**config.mk**
```make
export PLATFORM = sky130hd
export DESIGN_NAME = mm_dot_top
export DESIGN_NICKNAME = d
export VERILOG_FILES = /design/src/hw/mm_dot_pkg.sv /design/src/hw/mm_dot_ifs.sv /design/src/hw/mm_dot_top.sv /design/src/hw/mm_dot_pe.sv /design/src/hw/mm_dot_operand_queue.sv /design/src/hw/mm_dot_requestor.sv /design/src/hw/mm_dot_csr.sv
export VERILOG_INCLUDE_DIRS = /design/src /design/src/hw
export SDC_FILE = /design/constraint.sdc
export NUM_CORES = 2
export LEC_CHECK = 0
export BUFFER_PORTS_ARGS = -buffer_cell sky130_fd_sc_hd__buf_2
export CAP_MARGIN = 20
export CELL_PAD_IN_SITES_DETAIL_PLACEMENT = 1
export CELL_PAD_IN_SITES_GLOBAL_PLACEMENT = 1
export CORE_MARGIN = 2
export CORE_UTILIZATION = 47
export CTS_CLUSTER_SIZE = 24
export DETAILED_ROUTE_END_ITERATION = 6
export PLACE_DENSITY_LB_ADDON = 0.1
export SLEW_MARGIN = 20
export SYNTH_ARGS = -nofsm -noshare
export SYNTH_HDL_FRONTEND = slang
export SYNTH_HIERARCHICAL = 1
export SYNTH_SLANG_ARGS = --single-unit
```
**constraint.sdc**
```tcl
create_clock -name Clk_400 -period 9.4 [get_ports Clk_400]
set_input_delay 1.41 -clock Clk_400 [delete_from_list [all_inputs] [get_ports Clk_400]]
set_output_delay 1.41 -clock Clk_400 [all_outputs]
set_load 0.005 [all_outputs]
```
**src/hw/mm_dot_macros.svh**
```systemverilog
`ifndef MM_DOT_MACROS_SVH
`define MM_DOT_MACROS_SVH

// --------------------
// Sizes
// --------------------
`define MM_ADDR_W       32      // Host element address, one 32-bit word per element
`define MM_QDEPTH       8       // Entries per operand queue
`define MM_PEND_THRESH  7       // Outstanding reads per operand, keep <= MM_QDEPTH

// --------------------
// Register map, byte offsets
// --------------------
`define MM_REG_SRC_A    16'h0000
`define MM_REG_SRC_B    16'h0008
`define MM_REG_NUM      16'h0010
`define MM_REG_CTL      16'h0018    // Bit 0 starts a job
`define MM_REG_STATUS   16'h0020    // Bit 0 busy, bit 1 done
`define MM_REG_RESULT   16'h0028

`endif
```
**src/hw/mm_dot_pkg.sv**
```systemverilog
`include "mm_dot_macros.svh"

package mm_dot_pkg;

	// --------------------
	// Datapath widths
	// --------------------
	typedef logic [`MM_ADDR_W-1:0] t_addr;  // Host element address
	typedef logic [31:0] t_elem;            // Element, treated as signed
	typedef logic [63:0] t_acc;             // Wraps at 64 bits
	typedef logic [15:0] t_count;           // Element count and index

	// MMIO side
	typedef logic [15:0] t_mmio_addr;
	typedef logic [63:0] t_mmio_data;

	// Bit 16 picks the operand (1 is B), bits 15:0 are the index
	typedef logic [16:0] t_tag;

	// --------------------
	// State machines
	// --------------------
	typedef enum logic
	{
		REQ_IDLE,
		REQ_RUN
	} t_req_state;

	typedef enum logic [1:0]
	{
		PE_IDLE,
		PE_RUN,
		PE_DONE     // One cycle, carries the done pulse
	} t_pe_state;

endpackage

```
**src/hw/mm_dot_ifs.sv**
```systemverilog
// Job control between register file, requestor and PE
interface job_if import mm_dot_pkg::*; ();
	logic go;           // One-cycle start
	t_addr src_a;
	t_addr src_b;
	t_count num_elems;
	logic busy;
	logic done;         // One-cycle pulse
	t_acc result;       // Held until the next go

	modport csr (output go, src_a, src_b, num_elems, input busy, done, result);
	modport requestor (input go, src_a, src_b, num_elems);
	modport pe (input go, num_elems, output busy, done, result);
endinterface

// Queue levels and the shared pop
interface credit_if import mm_dot_pkg::*; ();
	logic pop;          // Pops A and B together
	t_count a_count;
	t_count b_count;
	logic a_valid;
	logic b_valid;

	// Each pop hands back one credit per operand
	modport requestor (input pop, a_count, b_count);
	modport pe (output pop, input a_valid, b_valid);
endinterface

```
**src/hw/mm_dot_top.sv**
```systemverilog
module mm_dot_top import mm_dot_pkg::*;
(
	input logic Clk_400,
	input logic rst,
	// Host MMIO
	input logic mmio_wr_valid,
	input logic mmio_rd_valid,
	input t_mmio_addr mmio_addr,
	input t_mmio_data mmio_wdata,
	input logic [8:0] mmio_tid,
	output logic mmio_rsp_valid,
	output logic [8:0] mmio_rsp_tid,
	output t_mmio_data mmio_rsp_data,
	// Read channel
	output logic rd_req_valid,
	output t_addr rd_req_addr,
	output t_tag rd_req_tag,
	input logic rd_almfull,
	input logic rd_rsp_valid,
	input t_tag rd_rsp_tag,
	input t_elem rd_rsp_data,
	output logic done
);

	job_if job ();
	credit_if cred ();

	logic push_a;
	logic push_b;
	t_elem a_head;
	t_elem b_head;

	// Steer responses by the operand bit of the tag
	assign push_a = rd_rsp_valid && !rd_rsp_tag[16];
	assign push_b = rd_rsp_valid && rd_rsp_tag[16];
	assign done = job.done;

	mm_dot_csr csr
	(
		.Clk_400        (Clk_400),
		.rst            (rst),
		.mmio_wr_valid  (mmio_wr_valid),
		.mmio_rd_valid  (mmio_rd_valid),
		.mmio_addr      (mmio_addr),
		.mmio_wdata     (mmio_wdata),
		.mmio_tid       (mmio_tid),
		.mmio_rsp_valid (mmio_rsp_valid),
		.mmio_rsp_tid   (mmio_rsp_tid),
		.mmio_rsp_data  (mmio_rsp_data),
		.job            (job)
	);

	mm_dot_requestor requestor
	(
		.Clk_400        (Clk_400),
		.rst            (rst),
		.job            (job),
		.cred           (cred),
		.rd_req_valid   (rd_req_valid),
		.rd_req_addr    (rd_req_addr),
		.rd_req_tag     (rd_req_tag),
		.rd_almfull     (rd_almfull)
	);

	// --------------------
	// Operand queues
	// --------------------
	mm_dot_operand_queue queue_a
	(
		.Clk_400   (Clk_400),
		.rst       (rst),
		.push      (push_a),
		.push_data (rd_rsp_data),
		.pop       (cred.pop),
		.head      (a_head),
		.count     (cred.a_count),
		.valid     (cred.a_valid)
	);

	mm_dot_operand_queue queue_b
	(
		.Clk_400   (Clk_400),
		.rst       (rst),
		.push      (push_b),
		.push_data (rd_rsp_data),
		.pop       (cred.pop),
		.head      (b_head),
		.count     (cred.b_count),
		.valid     (cred.b_valid)
	);

	mm_dot_pe pe
	(
		.Clk_400 (Clk_400),
		.rst     (rst),
		.job     (job),
		.cred    (cred),
		.a_head  (a_head),
		.b_head  (b_head)
	);

endmodule

```
**src/hw/mm_dot_pe.sv**
```systemverilog
module mm_dot_pe import mm_dot_pkg::*;
(
	input logic Clk_400,
	input logic rst,
	job_if.pe job,
	credit_if.pe cred,
	input t_elem a_head,
	input t_elem b_head
);

	t_pe_state state;
	t_count num;
	t_count cnt;        // Pairs accumulated so far
	t_acc acc;
	logic signed [63:0] prod;
	logic take;
	logic last;

	always_comb
	begin
		prod = $signed(a_head) * $signed(b_head);   // Full 64-bit signed product
		take = (state == PE_RUN) && (cnt != num) && cred.a_valid && cred.b_valid;
		last = (cnt == num) || (take && t_count'(cnt + 1'b1) == num);
	end

	assign cred.pop = take;
	assign job.busy = (state == PE_RUN);
	assign job.done = (state == PE_DONE);
	assign job.result = acc;

	// --------------------
	// Accumulate FSM
	// --------------------
	always_ff @(posedge Clk_400)
	begin
		if (rst)
		begin
			state <= PE_IDLE;
			num <= '0;
			cnt <= '0;
			acc <= '0;
		end
		else
		begin
			case (state)
				PE_IDLE, PE_DONE:
				begin
					if (job.go)
					begin
						state <= PE_RUN;
						num <= job.num_elems;
						cnt <= '0;
						acc <= '0;
					end
					else
						state <= PE_IDLE;
				end
				PE_RUN:
				begin
					if (take)
					begin
						acc <= acc + t_acc'(prod);  // Wraps
						cnt <= cnt + 1'b1;
					end
					if (last)
						state <= PE_DONE;
				end
				default: state <= PE_IDLE;
			endcase
		end
	end

endmodule

```
**src/hw/mm_dot_operand_queue.sv**
```systemverilog
`include "mm_dot_macros.svh"

module mm_dot_operand_queue import mm_dot_pkg::*;
(
	input logic Clk_400,
	input logic rst,
	input logic push,
	input t_elem push_data,
	input logic pop,
	output t_elem head,
	output t_count count,
	output logic valid
);

	localparam int PTR_W = $clog2(`MM_QDEPTH);
	localparam logic [PTR_W-1:0] PTR_LAST = PTR_W'(`MM_QDEPTH - 1);

	t_elem mem [`MM_QDEPTH];
	logic [PTR_W-1:0] wr_ptr;
	logic [PTR_W-1:0] rd_ptr;

	assign head = mem[rd_ptr];
	assign valid = (count != '0);

	always_ff @(posedge Clk_400)
	begin
		if (rst)
		begin
			wr_ptr <= '0;
			rd_ptr <= '0;
			count <= '0;
		end
		else
		begin
			if (push)
				wr_ptr <= (wr_ptr == PTR_LAST) ? '0 : wr_ptr + 1'b1;
			if (pop)
				rd_ptr <= (rd_ptr == PTR_LAST) ? '0 : rd_ptr + 1'b1;
			count <= count + t_count'(push) - t_count'(pop);
		end
	end

	always_ff @(posedge Clk_400)
	begin
		if (push)
			mem[wr_ptr] <= push_data;
	end

	// Credit limit upstream keeps these from firing
	a_no_overflow: assert property (@(posedge Clk_400) disable iff (rst)
		push |-> (count != t_count'(`MM_QDEPTH)));
	a_no_underflow: assert property (@(posedge Clk_400) disable iff (rst)
		pop |-> valid);

endmodule

```
**src/hw/mm_dot_requestor.sv**
```systemverilog
`include "mm_dot_macros.svh"

module mm_dot_requestor import mm_dot_pkg::*;
(
	input logic Clk_400,
	input logic rst,
	job_if.requestor job,
	credit_if.requestor cred,
	output logic rd_req_valid,
	output t_addr rd_req_addr,
	output t_tag rd_req_tag,
	input logic rd_almfull
);

	t_req_state state;
	t_addr base_a;
	t_addr base_b;
	t_count num;
	t_count idx_a;      // Next element to request
	t_count idx_b;
	t_count pend_a;     // Requested, not yet popped
	t_count pend_b;
	logic turn_b;       // B goes next if it can
	logic want_a;
	logic want_b;
	logic sel_b;
	logic issue;
	t_count idx_sel;

	// --------------------
	// Operand pick
	// --------------------
	always_comb
	begin
		want_a = (idx_a != num) && (pend_a != t_count'(`MM_PEND_THRESH));
		want_b = (idx_b != num) && (pend_b != t_count'(`MM_PEND_THRESH));
		sel_b = want_b && (turn_b || !want_a);  // Fall over to the other side when stuck
		issue = (state == REQ_RUN) && !rd_almfull && (want_a || want_b);
		idx_sel = sel_b ? idx_b : idx_a;
	end

	assign rd_req_valid = issue;
	assign rd_req_addr = (sel_b ? base_b : base_a) + (t_addr'(idx_sel) << 2);
	assign rd_req_tag = {sel_b, idx_sel};

	always_ff @(posedge Clk_400)
	begin
		if (rst)
		begin
			state <= REQ_IDLE;
			num <= '0;
			idx_a <= '0;
			idx_b <= '0;
			pend_a <= '0;
			pend_b <= '0;
			turn_b <= 1'b0;
		end
		else
		begin
			// Up on issue, down on the shared pop
			pend_a <= pend_a + t_count'(issue && !sel_b) - t_count'(cred.pop);
			pend_b <= pend_b + t_count'(issue && sel_b) - t_count'(cred.pop);
			case (state)
				REQ_IDLE:
				begin
					if (job.go && job.num_elems != '0)
					begin
						state <= REQ_RUN;
						num <= job.num_elems;
						idx_a <= '0;
						idx_b <= '0;
						turn_b <= 1'b0;     // A first
					end
				end
				REQ_RUN:
				begin
					if (issue)
					begin
						if (sel_b)
							idx_b <= idx_b + 1'b1;
						else
							idx_a <= idx_a + 1'b1;
						turn_b <= !sel_b;
					end
					if (idx_a == num && idx_b == num)
						state <= REQ_IDLE;
				end
				default: state <= REQ_IDLE;
			endcase
		end
	end

	always_ff @(posedge Clk_400)
	begin
		if (state == REQ_IDLE && job.go)
		begin
			base_a <= job.src_a;
			base_b <= job.src_b;
		end
	end

	a_no_req_almfull: assert property (@(posedge Clk_400) disable iff (rst)
		rd_almfull |-> !rd_req_valid);

	// Queued elements are a subset of the outstanding ones
	a_pend_covers_queue: assert property (@(posedge Clk_400) disable iff (rst)
		(pend_a >= cred.a_count) && (pend_b >= cred.b_count));

endmodule

```
**src/hw/mm_dot_csr.sv**
```systemverilog
`include "mm_dot_macros.svh"

module mm_dot_csr import mm_dot_pkg::*;
(
	input logic Clk_400,
	input logic rst,
	input logic mmio_wr_valid,
	input logic mmio_rd_valid,
	input t_mmio_addr mmio_addr,
	input t_mmio_data mmio_wdata,
	input logic [8:0] mmio_tid,
	output logic mmio_rsp_valid,
	output logic [8:0] mmio_rsp_tid,
	output t_mmio_data mmio_rsp_data,
	job_if.csr job
);

	t_addr src_a_q;
	t_addr src_b_q;
	t_count num_q;
	logic go_q;
	logic done_seen;    // Sticky until the next go
	logic start_req;
	t_mmio_data rd_data;

	// go_q also blocks here, busy only rises the cycle after go
	assign start_req = mmio_wr_valid && (mmio_addr == `MM_REG_CTL) && mmio_wdata[0] &&
		!job.busy && !go_q;

	assign job.go = go_q;
	assign job.src_a = src_a_q;
	assign job.src_b = src_b_q;
	assign job.num_elems = num_q;

	// --------------------
	// Register writes
	// --------------------
	always_ff @(posedge Clk_400)
	begin
		if (rst)
		begin
			src_a_q <= '0;
			src_b_q <= '0;
			num_q <= '0;
			go_q <= 1'b0;
			done_seen <= 1'b0;
		end
		else
		begin
			go_q <= start_req;
			if (mmio_wr_valid && mmio_addr == `MM_REG_SRC_A)
				src_a_q <= mmio_wdata[`MM_ADDR_W-1:0];
			if (mmio_wr_valid && mmio_addr == `MM_REG_SRC_B)
				src_b_q <= mmio_wdata[`MM_ADDR_W-1:0];
			if (mmio_wr_valid && mmio_addr == `MM_REG_NUM)
				num_q <= mmio_wdata[15:0];
			if (go_q)
				done_seen <= 1'b0;
			else if (job.done)
				done_seen <= 1'b1;
		end
	end

	// --------------------
	// Read mux and response
	// --------------------
	always_comb
	begin
		case (mmio_addr)
			`MM_REG_SRC_A: rd_data = t_mmio_data'(src_a_q);
			`MM_REG_SRC_B: rd_data = t_mmio_data'(src_b_q);
			`MM_REG_NUM: rd_data = t_mmio_data'(num_q);
			`MM_REG_STATUS: rd_data = {62'b0, done_seen, job.busy | go_q};
			`MM_REG_RESULT: rd_data = job.result;
			default: rd_data = '0;  // CTL and holes read as zero
		endcase
	end

	always_ff @(posedge Clk_400)
	begin
		if (rst)
			mmio_rsp_valid <= 1'b0;
		else
			mmio_rsp_valid <= mmio_rd_valid;
	end

	always_ff @(posedge Clk_400)
	begin
		mmio_rsp_tid <= mmio_tid;   // Echoed back with the data
		mmio_rsp_data <= rd_data;
	end

	// A start while the PE is running must be dropped
	a_go_not_busy: assert property (@(posedge Clk_400) disable iff (rst)
		job.go |-> !job.busy);

endmodule

```
==> metrics.md <==
| Metric | Value |
|---|---|
| Outcome | `finished clean` |
| Worst-skew pair later-pin latency | `0.77 ns` |
| Synth Warn # | `6` |
| Vias | `54.70k` |
| Seq/Total Area, Yosys | `0.3067` |
| Final Slew Violations | `0` |
| FFs w/ async S/R, synth | `0` |
| CTS sink cnt | `962` |
| Core Area | `0.1721 mm²` |
| Post-CTS Hold Buffers | `0` |
| Die Span Y | `420.6 µm` |
| CP endpoint kind | `flop` |
| Std-Cell Rows | `152` |
| Setup Crit Path Kind | `reg2reg` |
| H-Tree Depth | `3` |
| Layout cells sized above 1 | `0.1480` |
| Slowest Stage Delay on Critical Path | `0.60 ns` |
| Buffers on Ports | `220` |
| Final Critical Period | `9.233 ns` |
| Final Setup Violations | `0` |
| Antenna violations before repair | `12` |
| Max Cap Viol | `0` |
| Clock skew | `0.06498 ns` |
| # fillers | `18.37k` |
| Startpoint class of the critical path | `flop` |
| EDFF count, synth | `576` |
| Slowest CP cell | `fa_1` |
| Cell count after synthesis | `7381` |
| DRC Markers | `0` |
| Avg Cell Area, Syn | `11.05 µm²` |
| Hold Violations, Final | `0` |
| I/O Pins | `269` |
| Unique masters post-synth | `118` |
| Arr. time, crit path | `9.89 ns` |
| Mapped Area | `0.08158 mm²` |
| Dpl hpwl | `179800 µm` |
| Syn_nets | `9073` |
| First-pass GRT wire length | `361000 µm` |
| Global route overflow | `0` |
| Max FO, Critical Path | `14` |
| CTS tree | `built` |
| HP Class | `reg2reg` |
| Dpl cells | `9968` |
| R2R Setup Slk | `0.17 ns` |
| Fin util | `0.5345` |
| Largest net degree at the start of global routing | `101` |
| Per-cell routed wire length | `22.91 µm` |
| Number of global-route vias before repair | `61.19k` |
| Area of the die | `0.1769 mm²` |
| Final worst-path cycle share | `0.9822` |
| Required time worst endpoint | `10.05 ns` |
| Nets | `9486` |
| Bufs on Longest Clock Path | `3` |
| DIE WIDTH | `420.6 µm` |
| Fin cells | `10.19k` |
| Area Overhead vs Synth | `12.76%` |
| Fin Setup TNS | `0 ns` |
| Vias per inst | `5.367` |
| Worst-margin pin slew | `1.091 ns` |
| Max Fclk | `108.3 MHz` |
| Routability cong. | `0.8539` |
| Setup WS pre-CTS | `-0.07187 ns` |
| Most common cell on crit path | `fa_1` |
| Initial core utilization | `0.4740` |
| Top_reg_cell synth | `edfxtp_1` |
| Routed Antenna Nets | `0` |
| Num CTS Buffers | `105` |
| PnR worst setup slack | `0.1669 ns` |
| Tot GR Track Use | `0.2690` |
| Drt total wl | `233500 µm` |
| DR iter-0 viols | `3001` |
| Synth Register Bits | `962` |
| Clock root buffer | `clkbuf_16` |
| Total iterations of the first detailed-routing run | `5` |
| Relative slew margins | `0.2677` |
| Clock transition at path regs | `0.06 ns` |
layout make-up:
type                       instances  area (µm²)  area share
multi-input combinational       4675       50170      0.5454
clock buffer                     140        2933     0.03188
timing repair buffer             657        5155     0.05604
antenna                            3       7.507  0.00008161
clock inverter                    52       569.3    0.006189
inverter                        1393        5229     0.05684
tap                             2310        2890     0.03142
sequential                       962       25040      0.2722
cell usage in the layout (no fill, tap or decap), types with 108 or more instances in the layout:
| cell | n |
|---|---|
| inv_1 | 1389 |
| fa_1 | 1210 |
| nand2_1 | 691 |
| edfxtp_1 | 576 |
| and2_1 | 498 |
| dfxtp_1 | 380 |
| buf_4 | 375 |
| ha_1 | 327 |
| nor2_1 | 223 |
| buf_2 | 219 |
| a21oi_1 | 205 |
| xnor2_1 | 121 |
| nand2b_1 | 113 |
| clkbuf_16 | 110 |
| xor2_1 | 109 |
| o21ai_0 | 108 |
layer usage:
| metal | GRT usage | share of wire | up-vias |
|---|---|---|---|
| met5 | 0 | 0.00027 | - |
| met4 | 0.07563 | 0.028 | 10 |
| met2 | 0.4813 | 0.52 | 999 |
| met3 | 0.02392 | 0.035 | 297 |
| met1 | 0.3477 | 0.42 | 29070 |
| li1 | - | - | 24320 |
registers in the layout, summed over array words and instances (netlist names), 32 cells and up, named ones only:
| register | count |
|---|---|
| csr/job.src_b | 32 |
| csr/mmio_rsp_data | 64 |
| queue_b/mem | 256 |
| requestor/base_b | 32 |
| queue_a/mem | 256 |
| pe/job.result | 64 |
| requestor/base_a | 32 |
| csr/job.src_a | 32 |
timing repair:
action,in CTS,in global routing
setup endpoints to repair,8,17
pin swaps,1,15
gates resized for setup,6,60
cloned,0,3
setup buffers,1,24
metrics by stage:
stage | cell area [µm²] | hold WS (ns)
finish | 91990 | 0.4597
global placement | 87950 | 0.4335
detailed placement | 87950 | 0.4419
floorplan | 81580 | 0.4242
global route | 91980 | 0.4632
CTS | 91480 | 0.4508
path summary, 6_finish.rpt:
path	end	from	cells past startpoint
hold reg to reg	requestor/base_b[7]$_DFFE_PP_	csr/job.src_b[7]$_SDFFE_PP0P_	0
setup reg to reg	pe/job.result[63]$_SDFFE_PP0P_	flop	29
setup / recovery	pe/job.result[63]$_SDFFE_PP0P_	flop	29
hold / removal	requestor/base_b[7]$_DFFE_PP_	csr/job.src_b[7]$_SDFFE_PP0P_	0
logic make-up (layout without fill, tap and decap cells):
| family | count (synthesis) | in the layout | share of synthesized area |
|---|---|---|---|
| and+or+nand+nor | 1940 | 1940 | 0.1210 |
| buffers and inverters | 1745 | 2242 | 0.08343 |
| adders and majority gates | 1551 | 1551 | 0.3496 |
| DFF | 962 | 962 | 0.3067 |
| AOI/OAI and AO/OA | 634 | 634 | 0.05276 |
| muxes | 319 | 320 | 0.06175 |
| xor gates and xnor gates | 230 | 230 | 0.02469 |
| other | 0 | 3 | 0 |
cells in the mapped netlist (8+ instances only):
cell type,count,share of area
nor4_1,25,0.0019
and2_1,498,0.038
mux2_2,98,0.014
o21bai_1,12,0.0011
nand2b_1,114,0.0087
a22o_1,39,0.0042
mux2i_1,87,0.011
o21a_1,19,0.0017
a21oi_1,208,0.013
o211ai_1,16,0.0015
and4_1,8,0.00086
a21o_1,42,0.0039
inv_1,1392,0.064
a221o_1,16,0.0020
ha_1,333,0.051
nand4_1,41,0.0031
mux4_1,26,0.0084
xor2_1,109,0.012
dfxtp_1,386,0.095
nor2b_1,35,0.0027
nor3_1,58,0.0036
o21ai_1,23,0.0014
nand2_1,697,0.032
buf_1,24,0.0011
or3_1,20,0.0015
buf_6,17,0.0023
fa_1,1215,0.30
xnor2_1,121,0.013
clkbuf_1,265,0.012
mux4_2,102,0.028
nor2_1,238,0.011
nor3b_1,11,0.0010
nand3b_1,10,0.00092
nand3_1,103,0.0063
a31oi_1,16,0.0012
o21ai_0,114,0.0070
edfxtp_1,576,0.21
and3_1,24,0.0018
buf_2,33,0.0020
a22oi_2,17,0.0026
critical path, delay by kind of cell (launching register included):
kind / cells / cell delay [ns]
DFF: 1 / 0.46
and+or+nand+nor: 5 / 1.29
muxes: 2 / 0.90
AOI/OAI and AO/OA: 4 / 0.62
adders and majority gates: 9 / 4.44
buffers and inverters: 9 / 1.37
Power is left out: the tool's default activity adds up to more than one toggle a clock period on the data nets, which glitch-free logic cannot reach.
